**src/aib_cfg_pkg.sv**
```systemverilog
package aib_cfg_pkg;

    typedef logic [7:0]  cal_len_t;   // osc_clk cycles
    typedef logic [7:0]  apb_addr_t;
    typedef logic [31:0] apb_data_t;

    typedef struct packed {
        logic      psel;
        logic      penable;
        logic      pwrite;
        apb_addr_t paddr;
        apb_data_t pwdata;
    } apb_req_t;

    typedef struct packed {
        apb_data_t prdata;
        logic      pready;
        logic      pslverr;
    } apb_rsp_t;

    // ========================================================================
    // register map
    // ========================================================================

    localparam apb_addr_t REG_CTRL    = 8'h00;  // bit 0 config_done
    localparam apb_addr_t REG_CAL     = 8'h04;  // dll_len, dcc_len
    localparam apb_addr_t REG_USER_TX = 8'h08;
    localparam apb_addr_t REG_USER_RX = 8'h0C;  // read only
    localparam apb_addr_t REG_STATUS  = 8'h10;  // read only

    localparam cal_len_t CAL_LEN_RST = 8'h04;

endpackage

```
**src/aib_sb_pkg.sv**
```systemverilog
package aib_sb_pkg;

    // ========================================================================
    // sideband frame layout
    // ========================================================================

    localparam int USER_W_DEF = 16;  // user bits per frame
    localparam int SB_FLAG_W  = 5;   // width of sb_flags_t

    // first field goes out first on the serial line
    typedef struct packed {
        logic osc_transfer_en;
        logic tx_dcc_cal_done;
        logic rx_dll_lock;
        logic tx_transfer_en;
        logic rx_transfer_en;
    } sb_flags_t;

    typedef logic [USER_W_DEF-1:0] user_bits_t;

    // ========================================================================
    // link bring-up
    // ========================================================================

    typedef enum logic [2:0] {
        LS_WAIT_CFG = 3'd0,  // idle until software config
        LS_OSC_XFER = 3'd1,
        LS_DCC_CAL  = 3'd2,
        LS_DLL_LOCK = 3'd3,
        LS_XFER_EN  = 3'd4,
        LS_LINK_UP  = 3'd5
    } link_state_t;

endpackage
```
**src/aib_link_top.sv**
```systemverilog
`timescale 1ns/1ns

module aib_link_top #(
    parameter int USER_W = aib_sb_pkg::USER_W_DEF
) (
    input  logic                  osc_clk,
    input  logic                  rst_n,
    input  aib_cfg_pkg::apb_req_t apb_ms_req,
    output aib_cfg_pkg::apb_rsp_t apb_ms_rsp,
    input  aib_cfg_pkg::apb_req_t apb_sl_req,
    output aib_cfg_pkg::apb_rsp_t apb_sl_rsp,
    output logic                  ms_tx_transfer_en,
    output logic                  ms_rx_transfer_en,
    output logic                  sl_tx_transfer_en,
    output logic                  sl_rx_transfer_en
);

    logic ms_sb_data;   // master to slave
    logic ms_sb_load;
    logic sl_sb_data;   // slave to master
    logic sl_sb_load;

    aib_channel #(.USER_W(USER_W)) u_ms (
        .osc_clk(osc_clk), .rst_n(rst_n),
        .apb_req(apb_ms_req), .apb_rsp(apb_ms_rsp),
        .sb_data(ms_sb_data), .sb_load(ms_sb_load),
        .sb_data_in(sl_sb_data), .sb_load_in(sl_sb_load),
        .tx_transfer_en(ms_tx_transfer_en), .rx_transfer_en(ms_rx_transfer_en)
    );

    aib_channel #(.USER_W(USER_W)) u_sl (
        .osc_clk(osc_clk), .rst_n(rst_n),
        .apb_req(apb_sl_req), .apb_rsp(apb_sl_rsp),
        .sb_data(sl_sb_data), .sb_load(sl_sb_load),
        .sb_data_in(ms_sb_data), .sb_load_in(ms_sb_load),
        .tx_transfer_en(sl_tx_transfer_en), .rx_transfer_en(sl_rx_transfer_en)
    );

endmodule

```
**src/aib_channel.sv**
```systemverilog
`timescale 1ns/1ns

module aib_channel #(
    parameter int USER_W = aib_sb_pkg::USER_W_DEF
) (
    input  logic                  osc_clk,
    input  logic                  rst_n,
    input  aib_cfg_pkg::apb_req_t apb_req,
    output aib_cfg_pkg::apb_rsp_t apb_rsp,
    output logic                  sb_data,
    output logic                  sb_load,
    input  logic                  sb_data_in,
    input  logic                  sb_load_in,
    output logic                  tx_transfer_en,
    output logic                  rx_transfer_en
);
    import aib_sb_pkg::*;
    import aib_cfg_pkg::*;

    logic                        config_done;
    cal_len_t                    dcc_len;
    cal_len_t                    dll_len;
    logic [USER_W-1:0]           user_tx;
    logic [USER_W-1:0]           user_rx;
    sb_flags_t                   local_flags;
    sb_flags_t                   remote_flags;
    link_state_t                 state;
    logic                        dcc_req;
    logic                        dll_req;
    logic                        dcc_done;
    logic                        dll_lock;
    logic [SB_FLAG_W+USER_W-1:0] tx_word;

    assign tx_word        = {local_flags, user_tx};   // flags lead the frame
    assign tx_transfer_en = local_flags.tx_transfer_en;
    assign rx_transfer_en = local_flags.rx_transfer_en;

    aib_csr #(.USER_W(USER_W)) u_csr (
        .osc_clk(osc_clk), .rst_n(rst_n),
        .apb_req(apb_req), .apb_rsp(apb_rsp),
        .state(state), .local_flags(local_flags), .user_rx(user_rx),
        .config_done(config_done), .dcc_len(dcc_len), .dll_len(dll_len),
        .user_tx(user_tx)
    );

    aib_link_fsm u_fsm (
        .osc_clk(osc_clk), .rst_n(rst_n),
        .config_done(config_done), .remote_flags(remote_flags),
        .dcc_done(dcc_done), .dll_lock(dll_lock),
        .dcc_req(dcc_req), .dll_req(dll_req),
        .local_flags(local_flags), .state(state)
    );

    aib_cal_model u_cal (
        .osc_clk(osc_clk), .rst_n(rst_n),
        .dcc_len(dcc_len), .dll_len(dll_len),
        .dcc_req(dcc_req), .dll_req(dll_req),
        .dcc_done(dcc_done), .dll_lock(dll_lock)
    );

    aib_sb_shift #(.USER_W(USER_W)) u_sb (
        .osc_clk(osc_clk), .rst_n(rst_n), .tx_word(tx_word),
        .sb_data(sb_data), .sb_load(sb_load),
        .sb_data_in(sb_data_in), .sb_load_in(sb_load_in),
        .remote_flags(remote_flags), .user_rx(user_rx)
    );

endmodule

```
**src/aib_csr.sv**
```systemverilog
`timescale 1ns/1ns

module aib_csr #(
    parameter int USER_W = aib_sb_pkg::USER_W_DEF
) (
    input  logic                    osc_clk,
    input  logic                    rst_n,
    input  aib_cfg_pkg::apb_req_t   apb_req,
    output aib_cfg_pkg::apb_rsp_t   apb_rsp,
    input  aib_sb_pkg::link_state_t state,
    input  aib_sb_pkg::sb_flags_t   local_flags,
    input  logic [USER_W-1:0]       user_rx,
    output logic                    config_done,
    output aib_cfg_pkg::cal_len_t   dcc_len,
    output aib_cfg_pkg::cal_len_t   dll_len,
    output logic [USER_W-1:0]       user_tx
);
    import aib_cfg_pkg::*;

    logic      access;     // APB access phase
    logic      mapped;
    logic      read_only;
    logic      wr_en;
    apb_data_t rdata;

    assign access = apb_req.psel && apb_req.penable;

    // ========================================================================
    // address decode and read mux
    // ========================================================================

    always_comb begin
        mapped    = 1'b1;
        read_only = 1'b0;
        rdata     = '0;
        case (apb_req.paddr)
            REG_CTRL:    rdata = {31'b0, config_done};
            REG_CAL:     rdata = {16'b0, dll_len, dcc_len};
            REG_USER_TX: rdata = apb_data_t'(user_tx);
            REG_USER_RX: begin
                rdata     = apb_data_t'(user_rx);
                read_only = 1'b1;
            end
            REG_STATUS: begin
                rdata     = {26'b0, local_flags.rx_transfer_en,
                             local_flags.tx_transfer_en, 1'b0, state};
                read_only = 1'b1;
            end
            default: mapped = 1'b0;
        endcase
    end

    assign wr_en = access && apb_req.pwrite && mapped && !read_only;

    assign apb_rsp.prdata  = rdata;
    assign apb_rsp.pready  = 1'b1;   // zero wait states
    assign apb_rsp.pslverr = access && (!mapped || (apb_req.pwrite && read_only));

    always_ff @(posedge osc_clk or negedge rst_n) begin
        if (!rst_n) begin
            config_done <= 1'b0;
            dcc_len     <= CAL_LEN_RST;
            dll_len     <= CAL_LEN_RST;
            user_tx     <= '0;
        end else if (wr_en) begin
            case (apb_req.paddr)
                REG_CTRL: config_done <= apb_req.pwdata[0];
                REG_CAL: begin
                    dcc_len <= apb_req.pwdata[7:0];
                    dll_len <= apb_req.pwdata[15:8];
                end
                REG_USER_TX: user_tx <= apb_req.pwdata[USER_W-1:0];
                default: config_done <= config_done;
            endcase
        end
    end

endmodule

```
**src/aib_link_fsm.sv**
```systemverilog
`timescale 1ns/1ns

module aib_link_fsm (
    input  logic                    osc_clk,
    input  logic                    rst_n,
    input  logic                    config_done,
    input  aib_sb_pkg::sb_flags_t   remote_flags,
    input  logic                    dcc_done,
    input  logic                    dll_lock,
    output logic                    dcc_req,
    output logic                    dll_req,
    output aib_sb_pkg::sb_flags_t   local_flags,
    output aib_sb_pkg::link_state_t state
);
    import aib_sb_pkg::*;

    logic past_osc;   // remote oscillator must stay alive from here on
    logic drop_link;

    assign past_osc  = (state != LS_WAIT_CFG) && (state != LS_OSC_XFER);
    assign drop_link = !config_done || (past_osc && !remote_flags.osc_transfer_en);

    always_ff @(posedge osc_clk or negedge rst_n) begin
        if (!rst_n) begin
            state       <= LS_WAIT_CFG;
            local_flags <= '0;
            dcc_req     <= 1'b0;
            dll_req     <= 1'b0;
        end else if (drop_link) begin
            state       <= LS_WAIT_CFG;          // full restart
            local_flags <= '0;
            dcc_req     <= 1'b0;
            dll_req     <= 1'b0;
        end else begin
            case (state)
                LS_WAIT_CFG: begin
                    local_flags.osc_transfer_en <= 1'b1;
                    state                       <= LS_OSC_XFER;
                end
                LS_OSC_XFER: begin
                    if (remote_flags.osc_transfer_en) begin
                        dcc_req <= 1'b1;
                        state   <= LS_DCC_CAL;
                    end
                end
                LS_DCC_CAL: begin
                    if (dcc_done) begin
                        dcc_req                     <= 1'b0;
                        local_flags.tx_dcc_cal_done <= 1'b1;
                        state                       <= LS_DLL_LOCK;
                    end
                end
                LS_DLL_LOCK: begin
                    if (dll_req && dll_lock) begin
                        dll_req                 <= 1'b0;
                        local_flags.rx_dll_lock <= 1'b1;
                        state                   <= LS_XFER_EN;
                    end else if (remote_flags.tx_dcc_cal_done) begin
                        dll_req <= 1'b1;                  // far side clock is clean
                    end
                end
                LS_XFER_EN: begin
                    if (remote_flags.rx_dll_lock) begin
                        local_flags.tx_transfer_en <= 1'b1;
                        local_flags.rx_transfer_en <= 1'b1;
                        state                      <= LS_LINK_UP;
                    end
                end
                default: begin
                    state <= LS_LINK_UP;                  // hold until dropped
                end
            endcase
        end
    end

endmodule

```
**src/aib_cal_model.sv**
```systemverilog
`timescale 1ns/1ns

module aib_cal_model (
    input  logic                  osc_clk,
    input  logic                  rst_n,
    input  aib_cfg_pkg::cal_len_t dcc_len,
    input  aib_cfg_pkg::cal_len_t dll_len,
    input  logic                  dcc_req,
    input  logic                  dll_req,
    output logic                  dcc_done,
    output logic                  dll_lock
);
    import aib_cfg_pkg::*;

    // index 0 is DCC, index 1 is DLL
    logic [1:0] req;
    logic [1:0] run;      // request seen and counter loaded
    cal_len_t   len [2];
    cal_len_t   cnt [2];

    assign req    = {dll_req, dcc_req};
    assign len[0] = dcc_len;
    assign len[1] = dll_len;

    always_ff @(posedge osc_clk or negedge rst_n) begin
        if (!rst_n) begin
            run <= '0;
            cnt <= '{default: '0};
        end else begin
            for (int i = 0; i < 2; i++) begin
                if (!req[i]) begin
                    run[i] <= 1'b0;                // dropping req clears result
                    cnt[i] <= '0;
                end else if (!run[i]) begin
                    run[i] <= 1'b1;
                    cnt[i] <= (len[i] == '0) ? '0 : len[i] - 1'b1;
                end else if (cnt[i] != '0) begin
                    cnt[i] <= cnt[i] - 1'b1;
                end
            end
        end
    end

    assign dcc_done = run[0] && (cnt[0] == '0);
    assign dll_lock = run[1] && (cnt[1] == '0);

endmodule

```
**src/aib_sb_shift.sv**
```systemverilog
`timescale 1ns/1ns

module aib_sb_shift #(
    parameter int USER_W = aib_sb_pkg::USER_W_DEF
) (
    input  logic                                    osc_clk,
    input  logic                                    rst_n,
    input  logic [aib_sb_pkg::SB_FLAG_W+USER_W-1:0] tx_word,
    output logic                                    sb_data,
    output logic                                    sb_load,
    input  logic                                    sb_data_in,
    input  logic                                    sb_load_in,
    output aib_sb_pkg::sb_flags_t                   remote_flags,
    output logic [USER_W-1:0]                       user_rx
);
    import aib_sb_pkg::*;

    localparam int FRAME_W = SB_FLAG_W + USER_W;
    localparam int CNT_W   = $clog2(FRAME_W);

    logic [CNT_W-1:0]   frame_cnt;
    logic [FRAME_W-1:0] tx_sr;
    logic [FRAME_W-2:0] rx_sr;    // all but the last bit of a frame
    logic [FRAME_W-1:0] rx_word;  // held received frame

    // ========================================================================
    // transmit, MSB first
    // ========================================================================

    always_ff @(posedge osc_clk or negedge rst_n) begin
        if (!rst_n) begin
            frame_cnt <= '0;
            tx_sr     <= '0;
            sb_load   <= 1'b0;
        end else begin
            if (frame_cnt == CNT_W'(FRAME_W - 1)) begin
                frame_cnt <= '0;
            end else begin
                frame_cnt <= frame_cnt + 1'b1;
            end
            if (frame_cnt == '0) begin
                tx_sr <= tx_word;                      // capture new frame
            end else begin
                tx_sr <= {tx_sr[FRAME_W-2:0], 1'b0};
            end
            sb_load <= (frame_cnt == CNT_W'(FRAME_W - 1));  // with last bit
        end
    end

    assign sb_data = tx_sr[FRAME_W-1];

    // ========================================================================
    // receive
    // ========================================================================

    always_ff @(posedge osc_clk) begin
        rx_sr <= {rx_sr[FRAME_W-3:0], sb_data_in};
    end

    always_ff @(posedge osc_clk or negedge rst_n) begin
        if (!rst_n) begin
            rx_word <= '0;
        end else if (sb_load_in) begin
            rx_word <= {rx_sr, sb_data_in};  // last bit arrives with load
        end
    end

    assign remote_flags = sb_flags_t'(rx_word[FRAME_W-1 -: SB_FLAG_W]);
    assign user_rx      = rx_word[USER_W-1:0];

endmodule

```
**config.mk**
```make
export PLATFORM = sky130hd
export DESIGN_NAME = aib_link_top
export DESIGN_NICKNAME = d
export VERILOG_FILES = /design/src/aib_cfg_pkg.sv /design/src/aib_sb_pkg.sv /design/src/aib_link_top.sv /design/src/aib_channel.sv /design/src/aib_csr.sv /design/src/aib_link_fsm.sv /design/src/aib_cal_model.sv /design/src/aib_sb_shift.sv
export SDC_FILE = /design/constraint.sdc
export NUM_CORES = 1
export LEC_CHECK = 0
export ABC_AREA = 1
export BUFFER_PORTS_ARGS = -buffer_cell sky130_fd_sc_hd__buf_4
export CAP_MARGIN = 10
export CORE_MARGIN = 5
export CORE_UTILIZATION = 55
export DETAILED_ROUTE_END_ITERATION = 10
export PLACE_DENSITY_LB_ADDON = 0.2
export SYNTH_ARGS = -nofsm -noshare
export SYNTH_HDL_FRONTEND = slang
export SYNTH_SLANG_ARGS = --single-unit
```
**constraint.sdc**
```tcl
create_clock -name osc_clk -period 1.7 [get_ports osc_clk]
set_input_delay 0.255 -clock osc_clk [delete_from_list [all_inputs] [get_ports osc_clk]]
set_output_delay 0.255 -clock osc_clk [all_outputs]
set_load 0.05 [all_outputs]
```
After elaboration in Yosys (flattened, before gate mapping) --
Index checks and enable logic that the tools add are counted. W data, S select, Z words.
Storage, ports and cells: flip-flop bits (word level) 258, input port bits 88, word-level logic and storage cells 250
Operators by class: $add $sub $neg 10, eq/ne operators 32, mux-type cells 74, reduce and logical (&&, ||, !) cells 94
Operators by type and width (count):
- $pmux W16 S5 | 2
- $mux W8 | 16
- $logic_not A8 Y1 | 10
- $sub A8 B1 Y8 const B | 8
- $mux W21 | 2
- $eq A8 B4 Y1 const B | 4
- $mux W1 | 32
- $reduce_bool A8 Y1 | 4
- $mux W3 | 10
- $ne A3 B3 Y1 const B | 10
- $pmux W3 S5 | 2
- $reduce_and A2 Y1 | 14
- $reduce_bool A2 Y1 | 14
- $logic_and A1 B1 Y1 | 22
- $mux W5 | 4
- $reduce_bool A3 Y1 | 6
- $eq A8 B3 Y1 const B | 2
- $eq A8 B5 Y1 const B | 2
- $eq A3 B2 Y1 const B | 4
- $add A5 B1 Y5 const B | 2
- $eq A5 B5 Y1 const B | 2
- $logic_not A5 Y1 | 2
- $reduce_or A5 Y1 | 2
- $logic_not A1 Y1 | 8
- other kinds (11) | 26

Logic depth before layout (Yosys ltp) --
word-level depth 6, mapped depth 11, depth with buffers taken out 11

Hierarchy --
A second synthesis with hierarchy kept.
Second synthesis, totals: cell total of the unflattened synthesis 1603, area, all modules 13038.8 um^2
Modules (own cells, without submodules):
- aib_sb_shift | instances 2, cells each 229, area an instance 2323.5 um^2, seq. area each 1601.5 um^2
- aib_csr | instances 2, cells each 269, area an instance 2149.6 um^2, seq. area each 828.3 um^2
- aib_cal_model at u_sl.u_cal | instances 1, cells each 237, area an instance 1575.3 um^2, seq. area each 450.4 um^2
- aib_cal_model at u_ms.u_cal | instances 1, cells each 240, area an instance 1546.5 um^2, seq. area each 450.4 um^2
- aib_link_fsm | instances 2, cells each 65, area an instance 485.5 um^2, seq. area each 225.2 um^2

Worst setup path after synthesis --
No wires, ideal clock.
kind input to output, start point input apb_ms_req[39] (netlist name), end point output apb_ms_rsp[2] (netlist name), arrival 1888 ps, path slack -443 ps, cell stages on the path 5, cells stage by stage nor2_2 > nand3_2 > nor2_2 > nand2_1 > o21ai_0
RTL lines:
- from (decl) | line aib_link_top.sv:8 | input aib_cfg_pkg::apb_req_t apb_ms_req,
- to (decl) | line aib_link_top.sv:9 | output aib_cfg_pkg::apb_rsp_t apb_ms_rsp,

==> impl_metrics.toml <==
[synthesis]
ys_warn_count = 0
synthArstFlopShare = 0.841
synth-main-ff-cell = "dfrtp_1"
yosys-top-cells-area = "dfrtp_1, nand2_1, dfxtp_1"
syn_avg_cell_area_um2 = 8.23
yosys.area.top_type_share = 0.438
yosysTopAreaCell = "dfrtp_1"
ys_ff_latch = 252
seq_area_frac_synth = 0.514
synth_cell_types = 44
syn_inst = 1446
synth_area_um2 = 11900
synth_edf_count = 0

[floorplanning]
fp.dieH_um = 157
num_rows = 53
dieArea_um2 = 24700
core_um2 = 21200
initial_core_util = 0.562
die_x_um = 157
boundaryPins = 160

[route]
route.met3.wl_um = 2720
drtAntennaViolNets = 0
wl_um = 32300
drt_pass1_iterations = 8
wl_per_cell_um = 16.5
dr.first_iter.drc_count = 894
route.detailed.drc = 0
met1_length_um = 14200
vias = 10500
top_layer = "met4"
viasPerCell = 5.36
route.met2.wl_um = 14800

[critical_path]
cp_slowest_cell = "dfstp_2"
r2r_cells = 9
cp_num_cells = 3
regToRegSetupSlack_ns = 0.07
crit_fanout = 2
endpoint_kind = "primary output"
path_cells = "inv_2 > o2111ai_4 > buf_8"
cp_slowest_stage_delay_ns = 0.56
rr_startpoint = "u_sl.u_csr.dcc_len[2]"
critPathBufInv = 2
crit_arrival_ns = 1.53
cp-start-kind = "register"
reg2reg_to = "u_sl.u_cal.cnt[15]"
critical_path_class = "register to primary output"
worst_ep_required_time_ns = 1.44
cp_top_family = "flip-flops"

[global_routing]
overflow = 0
grt_usage = 0.255
grt_pass1_wl_um = 51000
antenna_found_initial = 0
grt_pass1_vias = 10000
grt_max_degree = 45

[final_layout]
fin_nets = 1767
final_area_um2 = 15600
fillers = 1491
area_growth_pct = 31.1
seq_area_um2 = 6120
layout_commonest_cell = "nand2_1"
mostFrequentLayoutCells = "nand2_1, dfrtp_1, inv_1, buf_4, o21ai_0"
multi_input_area_um2 = 5490
postLayoutCoreUtil = 0.738
drive_gt1_frac = 0.250

[placed_design]
place_hpwl_um = 21900
port_buffers = 93
routabilityCongestion = 0.902
pre_cts_ws_ns = -0.120
post_dp_cell_area_um2 = 13800

[timing]
fin_crit_sh = 1.05
finalMaxSlewViolations = 0
fin_setup_tns_ns = -0.239
max_freq_mhz = 562
hold_violations = 0
setup_ws_ns = -0.0808
finalCriticalPeriod_ns = 1.78
fin_skew_ns = 0.00953
rsz0062_at_grt = "true"
finalSetupViolations = 6

[worst_hold_path]
worstHoldPathCells = 3
worstHoldEndpoint = "u_sl.u_csr.user_tx[15]"
worstHoldStart = "apb_sl_req[15]"
hold_class = "input port to register"

[outcome]
violations = "negative setup slack"
status = "complete, but fails checks"

[pwr]
ir_worst_vdd_mv = 0.847
power_density_nw_per_um2 = 1020
power_leakage_nw = 7.69

[clock_network]
cts_buffers = 27
cts_tree = "built"
clk_latency_ns = 0.52
clkTransAtPathRegs_ns = 0.06
clkSinkCount = 252
clockBufferDepth = 3
root_buffer = "clkbuf_16"
htreeDepth = 1

[job]
maxCapViolCount = 0
[cells in the mapped netlist, types with 3 or more instances]
master,n
o21a_1,3
nor2_4,6
o21ai_0,91
nor2_1,89
nand2_2,15
nand2_1,453
buf_2,4
nand4_1,17
nand3_1,74
nor3_1,13
xnor2_1,4
dfxtp_1,40
o22ai_1,3
mux2_2,10
inv_1,171
xor2_1,6
nor2_2,9
clkbuf_1,19
o21ai_1,18
o221ai_1,22
a21oi_1,52
buf_6,6
inv_2,3
o21ai_2,16
dfrtp_1,208
ha_1,20
buf_4,40
nand3_2,3
o2111ai_1,8
dfstp_2,4
[timing repair]
action                                  4_1_cts  5_1_grt
setup buffers                                35       12
gates cloned                                  0        2
hold endpoints to repair                    197        0
hold buffers                                 19        0
gates resized for setup                      62       82
pin swaps                                    10       21
endpoints found under the setup margin       33       62
[per-stage QoR]
stage	total power [mW]	instances	hold slack, ns
floorplan	8.96	1478	-0.0406
finish	15.9	1955	0.0168
detailed placement	9.88	1845	0.179
global route	16.7	1954	0.0120
global placement	9.78	1845	0.180
CTS	15.8	1942	0.00222
[how the worst max path moves through the flow]
stage | start | endpoint
after floorplan | apb_ms_req[39] | apb_ms_rsp[2]
after global placement | apb_ms_req[33] | apb_ms_rsp[5]
after detailed placement | apb_ms_req[33] | apb_ms_rsp[7]
after CTS | u_sl.u_csr.dcc_len[2] | apb_sl_rsp[4]
after global routing | u_sl.u_csr.dcc_len[2] | apb_sl_rsp[4]
final | u_sl.u_csr.dcc_len[2] | apb_sl_rsp[4]
[metal layers]
metal	global-route usage	vias to the layer above
met5	0	-
met4	0.0504	0
met3	0.0456	54
met2	0.399	391
met1	0.380	5043
li1	-	4986
[worst register-to-register path, stage by stage (launching register included)]
cell and delay [ns]:
dfstp_2 0.39, buf_4 0.15, nor2_1 0.28, nand3_2 0.20, nor2_4 0.19, inv_2 0.07
nand3_2 0.07, nand2_1 0.05, nand2_1 0.08, nor2_1 0.05
[where the power goes]
part / internal (mW) / switching [mW]
clock: 3.31 / 2.43
combinational: 1.22 / 2.19
sequential: 6.42 / 0.326
[state kept, by name (all words and copies together) (netlist names), 2 cells and up]
| register | flops |
|---|---|
| u_ms.u_sb.tx_sr | 21 |
| u_sl.u_sb.tx_sr | 21 |
| u_ms.u_sb.rx_sr | 20 |
| u_sl.u_sb.rx_sr | 20 |
| u_ms.u_sb.rx_word | 19 |
| u_sl.u_sb.rx_word | 19 |
| u_ms.u_cal.cnt | 16 |
| u_ms.u_csr.user_tx | 16 |
| u_sl.u_cal.cnt | 16 |
| u_sl.u_csr.user_tx | 16 |
| u_ms.u_csr.dcc_len | 8 |
| u_ms.u_csr.dll_len | 8 |
| u_sl.u_csr.dcc_len | 8 |
| u_sl.u_csr.dll_len | 8 |
| u_ms.u_sb.frame_cnt | 5 |
| u_sl.u_sb.frame_cnt | 5 |
| u_ms.u_fsm.local_flags | 4 |
| u_sl.u_fsm.local_flags | 4 |
| u_ms.u_fsm.state | 3 |
| u_sl.u_fsm.state | 3 |
| u_ms.u_cal.run | 2 |
| u_sl.u_cal.run | 2 |
[layout make-up]
class / instances / share of cell area
Timing Repair Buffer: 221 / 0.134
Clock buffer: 36 / 0.0488
Timing Repair inverter: 1 / 0.000321
Clock inverter: 13 / 0.00738
Inverter: 177 / 0.0434
Antenna cell: 1 / 0.000160
Sequential cell: 252 / 0.392
Tap cell: 275 / 0.0221
Multi-Input combinational cell: 979 / 0.352
[logic make-up (layout without fill, tap and decap cells)]
| kind of cell | after synthesis | count (layout) | synth area share |
|---|---|---|---|
| AOI/OAI and AO/OA | 218 | 218 | 0.108 |
| xor gates and xnor gates | 10 | 10 | 0.00736 |
| adders and majority gates | 20 | 20 | 0.0210 |
| buffers and inverters | 247 | 448 | 0.0949 |
| DFF | 252 | 252 | 0.514 |
| muxes | 10 | 10 | 0.00947 |
| other | 2 | 35 | 0.000631 |
| and+or+nand+nor | 687 | 687 | 0.245 |
(Power assumes the default switching activity.)
